--- src/flag_pkg.sv ---
// ****************************************
// shared types for the flag display
// stripe boundaries are rows, exclusive; totals must fit CORDW
// ****************************************

package flag_pkg;

    localparam int CORDW     = 10;  // screen coordinate width
    localparam int N_STRIPES = 3;   // stripes from top to bottom

    // 4 bits per channel, as driven onto the vga port
    typedef struct packed {
        logic [3:0] red;
        logic [3:0] green;
        logic [3:0] blue;
    } rgb12_t;

    // one stripe: ends at row boundary (exclusive), painted in colour
    typedef struct packed {
        logic [CORDW-1:0] boundary;
        rgb12_t           colour;
    } stripe_cfg_t;  // 22 bits

    // index 0 is the top stripe
    typedef stripe_cfg_t [N_STRIPES-1:0] stripe_bank_t;

    // bus word as seen by software vs. stripe fields
    typedef union packed {
        logic [31:0] raw;
        struct packed {
            logic [9:0]  pad;  // reads as zero, ignored on write
            stripe_cfg_t cfg;
        } fields;
    } stripe_word_u;

    // only the two codes this slave returns
    typedef enum logic [1:0] {
        OKAY   = 2'b00,
        SLVERR = 2'b10
    } axi_resp_t;

endpackage

--- src/display_timing.sv ---
// ****************************************
// position counters and syncs, all outputs registered
// totals must stay below 2**CORDW; syncs active low
// ****************************************

`timescale 1ns/1ps

module display_timing #(
    parameter int H_RES  = 640,  // active columns
    parameter int H_FP   = 16,
    parameter int H_SYNC = 96,
    parameter int H_BP   = 48,
    parameter int V_RES  = 480,  // active rows
    parameter int V_FP   = 10,
    parameter int V_SYNC = 2,
    parameter int V_BP   = 33
) (
    input  logic                       clk_pix,
    input  logic                       reset,
    output logic [flag_pkg::CORDW-1:0] sx,
    output logic [flag_pkg::CORDW-1:0] sy,
    output logic                       hsync,
    output logic                       vsync,
    output logic                       de,
    output logic                       frame_start
);
    import flag_pkg::*;

    localparam int H_TOTAL = H_RES + H_FP + H_SYNC + H_BP;
    localparam int V_TOTAL = V_RES + V_FP + V_SYNC + V_BP;

    localparam logic [CORDW-1:0] H_LAST   = CORDW'(H_TOTAL - 1);
    localparam logic [CORDW-1:0] V_LAST   = CORDW'(V_TOTAL - 1);
    localparam logic [CORDW-1:0] H_ACT    = CORDW'(H_RES);
    localparam logic [CORDW-1:0] V_ACT    = CORDW'(V_RES);
    localparam logic [CORDW-1:0] HS_START = CORDW'(H_RES + H_FP);
    localparam logic [CORDW-1:0] HS_END   = CORDW'(H_RES + H_FP + H_SYNC);  // exclusive
    localparam logic [CORDW-1:0] VS_START = CORDW'(V_RES + V_FP);
    localparam logic [CORDW-1:0] VS_END   = CORDW'(V_RES + V_FP + V_SYNC);  // exclusive

    logic [CORDW-1:0] sx_next;
    logic [CORDW-1:0] sy_next;

    // next position; flags below are derived from it so they line up with sx/sy
    always_comb begin
        sx_next = sx + 1'b1;
        sy_next = sy;
        if (sx == H_LAST) begin  // end of line
            sx_next = '0;
            sy_next = (sy == V_LAST) ? '0 : sy + 1'b1;
        end
    end

    always_ff @(posedge clk_pix) begin
        if (reset) begin
            sx          <= '0;
            sy          <= '0;
            hsync       <= 1'b1;  // inactive
            vsync       <= 1'b1;
            de          <= 1'b1;  // 0,0 is an active pixel
            frame_start <= 1'b1;  // reset lands on the first pixel of a frame
        end else begin
            sx          <= sx_next;
            sy          <= sy_next;
            hsync       <= !(sx_next >= HS_START && sx_next < HS_END);
            vsync       <= !(sy_next >= VS_START && sy_next < VS_END);
            de          <= (sx_next < H_ACT) && (sy_next < V_ACT);
            frame_start <= (sx_next == '0) && (sy_next == '0);
        end
    end

    // counter never leaves the line
    sx_in_line: assert property (@(posedge clk_pix) disable iff (reset) sx <= H_LAST)
        else $error("sx outside horizontal total");

endmodule

--- src/flag_regs.sv ---
// ****************************************
// axi4-lite slave, three stripe registers at 0x0/0x4/0x8
// whole-word writes only, no strobes or prot
// ****************************************

`timescale 1ns/1ps

module flag_regs #(
    parameter int V_RES = 480  // sets the reset thirds
) (
    input  logic                   clk_pix,
    input  logic                   reset,
    input  logic                   awvalid,
    output logic                   awready,
    input  logic [3:0]             awaddr,
    input  logic                   wvalid,
    output logic                   wready,
    input  logic [31:0]            wdata,
    output logic                   bvalid,
    input  logic                   bready,
    output flag_pkg::axi_resp_t    bresp,
    input  logic                   arvalid,
    output logic                   arready,
    input  logic [3:0]             araddr,
    output logic                   rvalid,
    input  logic                   rready,
    output logic [31:0]            rdata,
    output flag_pkg::axi_resp_t    rresp,
    output flag_pkg::stripe_bank_t bank
);
    import flag_pkg::*;

    // green over yellow over red, equal thirds
    localparam stripe_bank_t BANK_RESET = '{
        '{boundary: CORDW'(V_RES),         colour: '{red: 4'hE, green: 4'h1, blue: 4'h2}},
        '{boundary: CORDW'(2 * V_RES / 3), colour: '{red: 4'hF, green: 4'hE, blue: 4'h1}},
        '{boundary: CORDW'(V_RES / 3),     colour: '{red: 4'h0, green: 4'h9, blue: 4'h3}}
    };

    logic         aw_done;   // write address captured
    logic         w_done;    // write data captured
    logic [3:0]   awaddr_q;
    logic [31:0]  wdata_q;
    logic         aw_fire;
    logic         w_fire;
    logic         wr_go;     // both halves present this cycle
    logic [3:0]   wr_addr;
    logic [1:0]   wr_idx;
    logic         ar_fire;
    logic [1:0]   rd_idx;
    stripe_word_u wr_word;
    stripe_word_u rd_word;

    // word aligned and within the bank
    function automatic logic addr_ok(input logic [3:0] addr);
        return (addr[1:0] == 2'b00) && (addr[3:2] < 2'(N_STRIPES));
    endfunction

    assign awready = !aw_done && !bvalid;  // blocked while a response waits
    assign wready  = !w_done && !bvalid;
    assign aw_fire = awvalid && awready;
    assign w_fire  = wvalid && wready;

    // take the channel that fires now, else the captured copy
    assign wr_addr = aw_fire ? awaddr : awaddr_q;
    assign wr_idx  = wr_addr[3:2];
    assign wr_go   = (aw_done || aw_fire) && (w_done || w_fire);

    always_comb begin
        wr_word.raw = w_fire ? wdata : wdata_q;
    end

    always_ff @(posedge clk_pix) begin
        if (aw_fire) awaddr_q <= awaddr;
        if (w_fire) wdata_q <= wdata;
    end

    always_ff @(posedge clk_pix) begin
        if (reset) begin
            aw_done <= 1'b0;
            w_done  <= 1'b0;
            bvalid  <= 1'b0;
        end else if (wr_go) begin
            aw_done <= 1'b0;  // ready for the next pair once b completes
            w_done  <= 1'b0;
            bvalid  <= 1'b1;
        end else begin
            aw_done <= aw_done || aw_fire;
            w_done  <= w_done || w_fire;
            if (bvalid && bready) bvalid <= 1'b0;
        end
    end

    // bank updates on the same edge that raises bvalid
    always_ff @(posedge clk_pix) begin
        if (reset) begin
            bank <= BANK_RESET;
        end else if (wr_go && addr_ok(wr_addr)) begin
            bank[wr_idx] <= wr_word.fields.cfg;  // pad bits dropped
        end
    end

    always_ff @(posedge clk_pix) begin
        if (wr_go) bresp <= addr_ok(wr_addr) ? OKAY : SLVERR;
    end

    assign arready = !rvalid;  // one read in flight
    assign ar_fire = arvalid && arready;
    assign rd_idx  = araddr[3:2];

    always_comb begin
        rd_word.raw = '0;  // bad address reads zero
        if (addr_ok(araddr)) rd_word.fields.cfg = bank[rd_idx];
    end

    always_ff @(posedge clk_pix) begin
        if (reset) begin
            rvalid <= 1'b0;
        end else if (ar_fire) begin
            rvalid <= 1'b1;
        end else if (rready) begin
            rvalid <= 1'b0;
        end
    end

    always_ff @(posedge clk_pix) begin
        if (ar_fire) begin
            rdata <= rd_word.raw;
            rresp <= addr_ok(araddr) ? OKAY : SLVERR;
        end
    end

    // responses stay put under back-pressure
    b_hold: assert property (@(posedge clk_pix) disable iff (reset)
        bvalid && !bready |=> bvalid && $stable(bresp))
        else $error("bvalid dropped before bready");

    r_hold: assert property (@(posedge clk_pix) disable iff (reset)
        rvalid && !rready |=> rvalid && $stable(rdata) && $stable(rresp))
        else $error("rvalid dropped before rready");

endmodule

--- src/flag_painter.sv ---
// ****************************************
// stripe colour per row, black in blanking
// config latched per frame; output one cycle behind timing
// ****************************************

`timescale 1ns/1ps

module flag_painter (
    input  logic                       clk_pix,
    input  logic                       reset,
    input  logic [flag_pkg::CORDW-1:0] sy,
    input  logic                       hsync,
    input  logic                       vsync,
    input  logic                       de,
    input  logic                       frame_start,
    input  flag_pkg::stripe_bank_t     bank,
    output logic                       vga_hsync,
    output logic                       vga_vsync,
    output flag_pkg::rgb12_t           vga_rgb
);
    import flag_pkg::*;

    stripe_bank_t shadow;   // config for the frame being drawn
    stripe_bank_t live;
    rgb12_t       paint;
    rgb12_t       display;
    logic         de_q;     // de aligned with the output register

    // reloaded only between frames so the picture never tears
    always_ff @(posedge clk_pix) begin
        if (frame_start) shadow <= bank;
    end

    // first pixel of a frame must already see the new bank
    assign live = frame_start ? bank : shadow;

    // lowest-index stripe with boundary above sy wins
    always_comb begin
        paint = live[N_STRIPES-1].colour;  // fallback is the bottom stripe
        for (int i = N_STRIPES - 1; i >= 0; i--) begin
            if (sy < live[i].boundary) paint = live[i].colour;
        end
    end

    assign display = de ? paint : rgb12_t'('0);  // blank outside the active area

    always_ff @(posedge clk_pix) begin
        if (reset) begin
            vga_hsync <= 1'b1;
            vga_vsync <= 1'b1;
            vga_rgb   <= '0;
            de_q      <= 1'b0;
        end else begin
            vga_hsync <= hsync;  // syncs take the same single cycle as colour
            vga_vsync <= vsync;
            vga_rgb   <= display;
            de_q      <= de;
        end
    end

    no_colour_in_blank: assert property (@(posedge clk_pix) disable iff (reset)
        !de_q |-> (vga_rgb == '0))
        else $error("colour driven during blanking");

endmodule

--- src/flag_display_top.sv ---
// ****************************************
// vga flag with axi4-lite stripe control
// clk_pix from outside; defaults are 640x480 at 60 Hz
// ****************************************

`timescale 1ns/1ps

module flag_display_top #(
    parameter int H_RES  = 640,
    parameter int H_FP   = 16,
    parameter int H_SYNC = 96,
    parameter int H_BP   = 48,
    parameter int V_RES  = 480,
    parameter int V_FP   = 10,
    parameter int V_SYNC = 2,
    parameter int V_BP   = 33
) (
    input  logic                clk_pix,
    input  logic                reset,
    input  logic                awvalid,
    output logic                awready,
    input  logic [3:0]          awaddr,
    input  logic                wvalid,
    output logic                wready,
    input  logic [31:0]         wdata,
    output logic                bvalid,
    input  logic                bready,
    output flag_pkg::axi_resp_t bresp,
    input  logic                arvalid,
    output logic                arready,
    input  logic [3:0]          araddr,
    output logic                rvalid,
    input  logic                rready,
    output logic [31:0]         rdata,
    output flag_pkg::axi_resp_t rresp,
    output logic                vga_hsync,
    output logic                vga_vsync,
    output flag_pkg::rgb12_t    vga_rgb
);
    import flag_pkg::*;

    logic [CORDW-1:0] sy;           // stripes depend on row only
    logic             hsync;
    logic             vsync;
    logic             de;
    logic             frame_start;
    stripe_bank_t     bank;         // live registers, painter shadows them

    display_timing #(
        .H_RES(H_RES), .H_FP(H_FP), .H_SYNC(H_SYNC), .H_BP(H_BP),
        .V_RES(V_RES), .V_FP(V_FP), .V_SYNC(V_SYNC), .V_BP(V_BP)
    ) timing_inst (
        .clk_pix, .reset, .sx(), .sy, .hsync, .vsync, .de, .frame_start
    );

    flag_regs #(.V_RES(V_RES)) regs_inst (
        .clk_pix, .reset,
        .awvalid, .awready, .awaddr, .wvalid, .wready, .wdata,
        .bvalid, .bready, .bresp,
        .arvalid, .arready, .araddr, .rvalid, .rready, .rdata, .rresp,
        .bank
    );

    flag_painter painter_inst (
        .clk_pix, .reset, .sy, .hsync, .vsync, .de, .frame_start, .bank,
        .vga_hsync, .vga_vsync, .vga_rgb
    );

endmodule

--- config.mk ---
export PLATFORM = sky130hd
export DESIGN_NAME = flag_display_top
export DESIGN_NICKNAME = d
export VERILOG_FILES = /design/src/flag_pkg.sv /design/src/display_timing.sv /design/src/flag_regs.sv /design/src/flag_painter.sv /design/src/flag_display_top.sv
export SDC_FILE = /design/constraint.sdc
export NUM_CORES = 1
export LEC_CHECK = 0
export ABC_CLOCK_PERIOD_IN_PS = 3400
export BUFFER_PORTS_ARGS = -buffer_cell sky130_fd_sc_hd__buf_2
export CAP_MARGIN = 10
export CORE_UTILIZATION = 59
export DETAILED_ROUTE_END_ITERATION = 16
export PLACE_DENSITY_LB_ADDON = 0.25
export SYNTH_ARGS = -nofsm -noshare
export SYNTH_HDL_FRONTEND = slang
export SYNTH_HIERARCHICAL = 1
export SYNTH_SLANG_ARGS = --single-unit
--- constraint.sdc ---
create_clock -name clk_pix -period 3.4 [get_ports clk_pix]
set_input_delay 0.34 -clock clk_pix [delete_from_list [all_inputs] [get_ports clk_pix]]
set_output_delay 0.34 -clock clk_pix [all_outputs]
set_load 0.005 [all_outputs]
### Word level (Yosys, flattened, before mapping)

Index checks and enable logic that the tools add are counted.

| storage, ports and cells | value |
|---|---|
| register bits after elaboration | 216 |
| output and inout port bits | 55 |

| operators by class | value |
|---|---|
| add/subtract/negate cells | 2 |
| order comparisons | 13 |
| equality and inequality tests | 2 |
| multiplexer cells | 19 |
| bitwise gates (word level) | 1 |
| reduce and logical (&&, ||, !) cells | 31 |

Operator list:

| kind | count |
|---|---|
| $bwmux 66 | 1 |
| $mux 22 | 3 |
| $mux 56 | 1 |
| $bmux 22 s2 | 1 |
| $demux 22 s2 | 1 |
| $mux 10 | 3 |
| $mux 12 | 2 |
| $add 10x1->10 const B | 2 |
| $eq 10x10->1 const B | 2 |
| $logic_not 10->1 | 2 |
| $lt 10x10->1 | 2 |
| $lt 10x10->1 const B | 2 |
| $lt 10x9->1 const B | 2 |
| $logic_and 1x1->1 | 15 |
| $ge 10x10->1 const B | 1 |
| $ge 10x9->1 const B | 1 |
| $logic_not 1->1 | 6 |
| $lt 2x3->1 const B | 2 |
| $logic_not 2->1 | 2 |
| $lt 2x2->1 const B | 2 |
| $mux 1 | 4 |
| $mux 2 | 2 |
| $mux 4 | 1 |
| $reduce_bool 2->1 | 2 |
| other kinds (4) | 6 |

### Logic depth before layout (Yosys ltp)

| logic depth | value |
|---|---|
| depth in word-level cells | 9 |
| mapped depth | 12 |
| gate-level depth less buffers | 8 |

### Cells and area by module

The synthesis kept the hierarchy.

Modules (own cells, without submodules):

| module | times used | cells each | area an instance (µm²) | seq. area each (µm²) |
|---|---|---|---|---|
| flag_regs | 1 | 479 | 5111.2 | 2642.5 |
| flag_painter | 1 | 252 | 3024.2 | 1401.3 |
| display_timing | 1 | 172 | 1453.9 | 480.5 |

### Least setup slack after synthesis

No wires, ideal clock.

| timing | value |
|---|---|
| path kind | register to register |
| from | register timing_inst.frame_start |
| to | register painter_inst/vga_rgb[0] (netlist name) |
| arrival | 2.669 ns |
| slack | 0.647 ns |
| cell stages (with the launch flop) | 13 |
| period minus slack after synthesis | 2.753 ns |
| cell sequence | dfxtp_1 > buf_6 > buf_2 > buf_4 > buf_2 > mux2i_1 > ha_1 > nor2_2 > a2111oi_4 > o21ai_2 > a21bo_1 > buf_6 > o31ai_2 |

| on the way | value |
|---|---|
| longest elaborated chain between the ends | 4 |
| elaborated cells between the ends (all ways) | 5 |

RTL lines:

| what | line | source |
|---|---|---|
| start, declared | display_timing.sv:25 | `output logic frame_start` |
| start signal, assigned | display_timing.sv:68 | `frame_start <= (sx_next == '0) && (sy_next == '0);` |
| $mux 56 * | - |  |
| $lt 10x10->1 | flag_painter.sv:41 | `if (sy < live[i].boundary) paint = live[i].colour;` |
| $mux 12 | flag_painter.sv:41 |  |
| $mux 12 * | flag_painter.sv:41 |  |

Mark *: on every way between the ends. The rest lies on a longest branch, timed or not.
A chain may end at the register's enable or synchronous reset.

### Worst setup path after layout

| timing | value |
|---|---|
| from | register timing_inst.frame_start |
| to | register painter_inst/vga_rgb[7] (netlist name) |

| on the way | value |
|---|---|
| longest elaborated chain between the ends | 4 |
| elaborated cells between the ends (all ways) | 5 |

RTL lines:

| what | line |
|---|---|
| $mux 56 * | - |
| $lt 10x10->1 | flag_painter.sv:41 |
| $mux 12 | flag_painter.sv:41 |
| $mux 12 * | flag_painter.sv:41 |

Marked as above.

==> impl_summary.txt <==
----------------------------------------------------
[Critical path]
  Kind of start point of the critical path ... flip-flop
  Flop-to-flop setup slack ... around 700 ps
  Worst Setup Path Type ... reg2reg
  Endpoint of the most critical register-to-register path ... painter_inst/vga_rgb[7]
  Required @ worst endpoint ... between 3000 and 4000 ps
  Critical path's slowest cell ... dfxtp_2
  Longest individual stage delay on the worst path ... 320 ps
  Critical path capture point type ... flip-flop
  Maximum net fanout on the critical path ... 19
  Crit path top cell by count ... buf_4
  R2R Path Start ... timing_inst/frame_start
  Worst path cell trace ... buf_4, buf_4, mux2i_1, ha_1, and4_1, o21ai_2, a21bo_1, buf_4, o31ai_1
  Critical path arrival ... between 3000 and 4000 ps
  Reg2Reg Depth ... 9

[CTS]
  Post-CTS setup buffers ... 0
  Num CTS Buffers ... 22
  Total clock sinks ... between 200 and 250
  Max Root-Sink Buffers ... 3
  Clock slew seen by the registers of the worst setup and hold paths ... roughly 60 ps
  Clock latency on the worst-skew pair ... 500 ps
  TritonCTS clock tree ... yes
  Post-CTS Resized ... 0
  Clock tree root buffer cell ... clkbuf_16
  Number of hold-repair buffers added at the cts stage ... 0
  Maximum level of the CTS H-tree ... 1

[Route]
  Wire length the detailed router placed on met1 ... 9920 µm
  Routed wl met3 ... ~800 µm
  Routed vias ... 6527
  ANT nets after route ... 0
  Final routed wire length divided by cell count ... about 17 µm
  Number of detailed-route iterations in the first pass ... 5
  Via-per-instance ratio ... about 5.4
  Top sig layer ... met4
  DRC violation total after the first TritonRoute iteration ... 390
  # DRC ... 0
  Wire length on met2 ... 8860 µm
  Total wire length ... slightly below 20000 µm

[Placement]
  Port Buf Inserts ... slightly below 80
  Total half-perimeter wirelength after legalization and detailed placement ... around 13000 µm
  Total cell area at the placement stage ... approximately 0.01 mm²
  Final RePlAce weighted congestion ... 0.833
  Placed Instances ... 1160

[Worst hold path]
  Hold-critical path depth ... 2
  Worst Hold Endpoint ... regs_inst/rvalid
  HP Start ... rready
  Worst hold path type ... in2reg

[Layout]
  Final Core Density ... 0.675
  Count of inserted antenna diode cells ... 0
  Final standard cell count with taps included and fillers excluded ... 1200
  Net count reported at finish ... around 1000
  Area growth syn-to-layout ... 11.8%
  Post-route design area ... between 0.01 and 0.015 mm²
  Fraction of layout instances using a drive strength above 1 ... 0.236

[Synth]
  Synth top area cells ... dfxtp_1 (40%), mux2i_1 (11%), edfxtp_1 (7.5%), mux2_2 (6.9%), nor2_1 (4.5%)
  Sequential fraction of the synthesis area ... 0.472
  Top cell types by occurrence after synthesis ... dfxtp_1 (190), nor2_1 (114), mux2i_1 (110)
  Netlist Area Pre-Place ... roughly 0.0096 mm²
  Most used standard cell by instance count after synthesis ... dfxtp_1
  Synth Area per Inst ... 10.6 µm²
  Number of flops mapped to enable cells by yosys ... 24
  Number of warnings issued by yosys ... 6
  Post-synthesis async set-or-reset flop share ... 0
  Distinct cell type count after synthesis ... 78
  Post-synth top area share ... 0.397
  Flip-flop and latch count after synthesis ... around 210
  Post-synth top area cell ... dfxtp_1
  Top_reg_cell synth ... dfxtp_1
  Cells after synthesis ... between 900 and 1000

[Floorplan]
  Standard-cell row count ... 46
  Initial core utilization ... 0.604
  Horiz. Die Dim ... 129 µm
  Die area ... 0.0168 mm²
  Number of top-level design ports ... 102
  Chip Height ... around 130 µm
  Core region area ... between 0.015 and 0.02 mm²

[STA]
  Final-layout setup total negative slack ... 0 ps
  Post-route clock period utilization ... 0.793
  RSZ-0062 raised after global routing ... no
  Worst relative slew slack ... 0.469
  Least-Margin Pin Slew ... about 800 ps
  Slew Limit Fails ... 0
  Upper clock frequency limit ... 371 MHz
  Minimum period implied by the final worst setup slack ... between 2000 and 3000 ps
  Setup violations, final ... 0
  Endpoints failing hold ... 0
  Final setup skew ... between 15 and 20 ps

[Global route]
  Wire length of the first global-routing pass ... approximately 32000 µm
  Congestion Overflow GR ... 0
  Overall track demand over capacity in global routing ... 0.241
  Number of global-route vias before repair ... 6275
  Number of antenna violations at the first check in global routing ... 0
  Pin count of the biggest net entering global routing ... slightly above 90

[Power]
  Switching power ... approximately 1300 µW
  Power Internal ... between 4000 and 5000 µW
  Part of the total power dissipated in the clock network ... 0.416
  Power density normalized to cell area ... around 520 mW/mm²
  Static leakage ... 0.00457 µW
  VDD IR-drop max ... 0.000371 V
  Combinational share of power ... 0.091
  Total power ... approximately 5600 µW
  Switching Fraction ... 0.233
  Register share of total power ... 0.493

[Flow run]
  Max capacitance violation total ... 0

[Status]
  Run status ... finished clean

----------------------------------------------------
placed cells by master (no fill, tap or decap), types with 3 or more instances in the layout:
| cell | n |
|---|---|
| a21o_1 | 4 |
| a21oi_1 | 46 |
| and3_1 | 4 |
| and3b_1 | 12 |
| and4_1 | 4 |
| buf_2 | 78 |
| buf_4 | 20 |
| clkbuf_1 | 3 |
| clkbuf_16 | 23 |
| clkinv_1 | 3 |
| clkinv_2 | 7 |
| conb_1 | 12 |
| dfxtp_1 | 189 |
| edfxtp_1 | 24 |
| ha_1 | 21 |
| inv_1 | 26 |
| mux2_1 | 3 |
| mux2_2 | 59 |
| mux2i_1 | 110 |
| nand2_1 | 22 |
| nand2b_1 | 66 |
| nand3_1 | 7 |
| nand4_1 | 19 |
| nor2_1 | 114 |
| nor2b_1 | 8 |
| nor3_1 | 9 |
| nor3b_4 | 3 |
| nor4_1 | 3 |
| o21ai_0 | 4 |
| o31ai_1 | 4 |
| o31ai_2 | 10 |
| or2_2 | 3 |
| xnor2_1 | 5 |
| xor2_1 | 5 |
layer usage:
| metal | vias up | global-route usage |
|---|---|---|
| met3 | 25 | 0.0334 |
| met5 | - | 0 |
| met1 | 3116 | 0.338 |
| li1 | 3249 | - |
| met2 | 137 | 0.392 |
| met4 | 0 | 0.0629 |
worst max path at each step:
stage,slack [ps],end,from
after global routing,530,painter_inst/vga_rgb[10],timing_inst/frame_start
final,700,painter_inst/vga_rgb[7],timing_inst/frame_start
after CTS,700,painter_inst/vga_rgb[10],timing_inst/frame_start
after floorplan,650,painter_inst/vga_rgb[0],timing_inst/frame_start
after detailed placement,730,painter_inst/vga_rgb[10],timing_inst/frame_start
after global placement,750,painter_inst/vga_rgb[10],timing_inst/frame_start
registers in the layout, summed over array words and instances (netlist names), 4 cells and up:
signal	flops
regs_inst/bank	66
timing_inst/sx	10
timing_inst/sy	10
regs_inst/awaddr_q	4
regs_inst/rdata	22
painter_inst/shadow	56
painter_inst/vga_rgb	12
regs_inst/wdata_q	22
final cells by class:
cell class | instances | area, µm²
Fill cell | 1263 | 5160
Multi-Input combinational cell | 606 | 4590
Timing Repair Buffer | 98 | 541
Clock inverter | 12 | 83.8
Clock buffer | 28 | 614
Inverter | 26 | 97.6
Sequential cell | 214 | 4530
Tap cell | 216 | 270
kinds of logic (layout without fill, tap and decap cells):
logic type,count (synthesis),after routing,synth area share
simple gates,293,293,0.168
flops,214,214,0.472
mux,175,175,0.193
compound gates,95,95,0.0744
buf+inv,94,164,0.0555
fa+ha+maj,21,21,0.0274
xor+xnor,10,10,0.00913
other cells,1,12,0.000391
critical path: cells and delay by family, from the launching register on:
kind | cells | cell delay (ps)
buffers and inverters | 3 | 830
AO/OA/AOI/OAI | 3 | 690
flip-flops | 1 | 320
multiplexers | 1 | 310
AND/OR/NAND/NOR | 1 | 210
adder cells (fa/ha/maj) | 1 | 200
power groups by stage:
stage | clock network, µW | registers [µW] | logic [µW]
2_1_floorplan | 0 | 2790 | 373
3_3_place_gp | 0 | 2800 | 489
3_5_place_dp | 0 | 2800 | 498
4_1_cts | 2360 | 2750 | 504
5_1_grt | 2460 | 2760 | 553
6_report | 2310 | 2750 | 505
through the flow:
| step | hold WS (ps) | worst slack [ps] |
|---|---|---|
| CTS | 8.26 | 703 |
| detailed placement | 401 | 731 |
| global route | 24.2 | 532 |
| finish | 24.2 | 704 |
| global placement | 401 | 746 |
| floorplan | 389 | 647 |
Power figures use the tool's default switching activity.
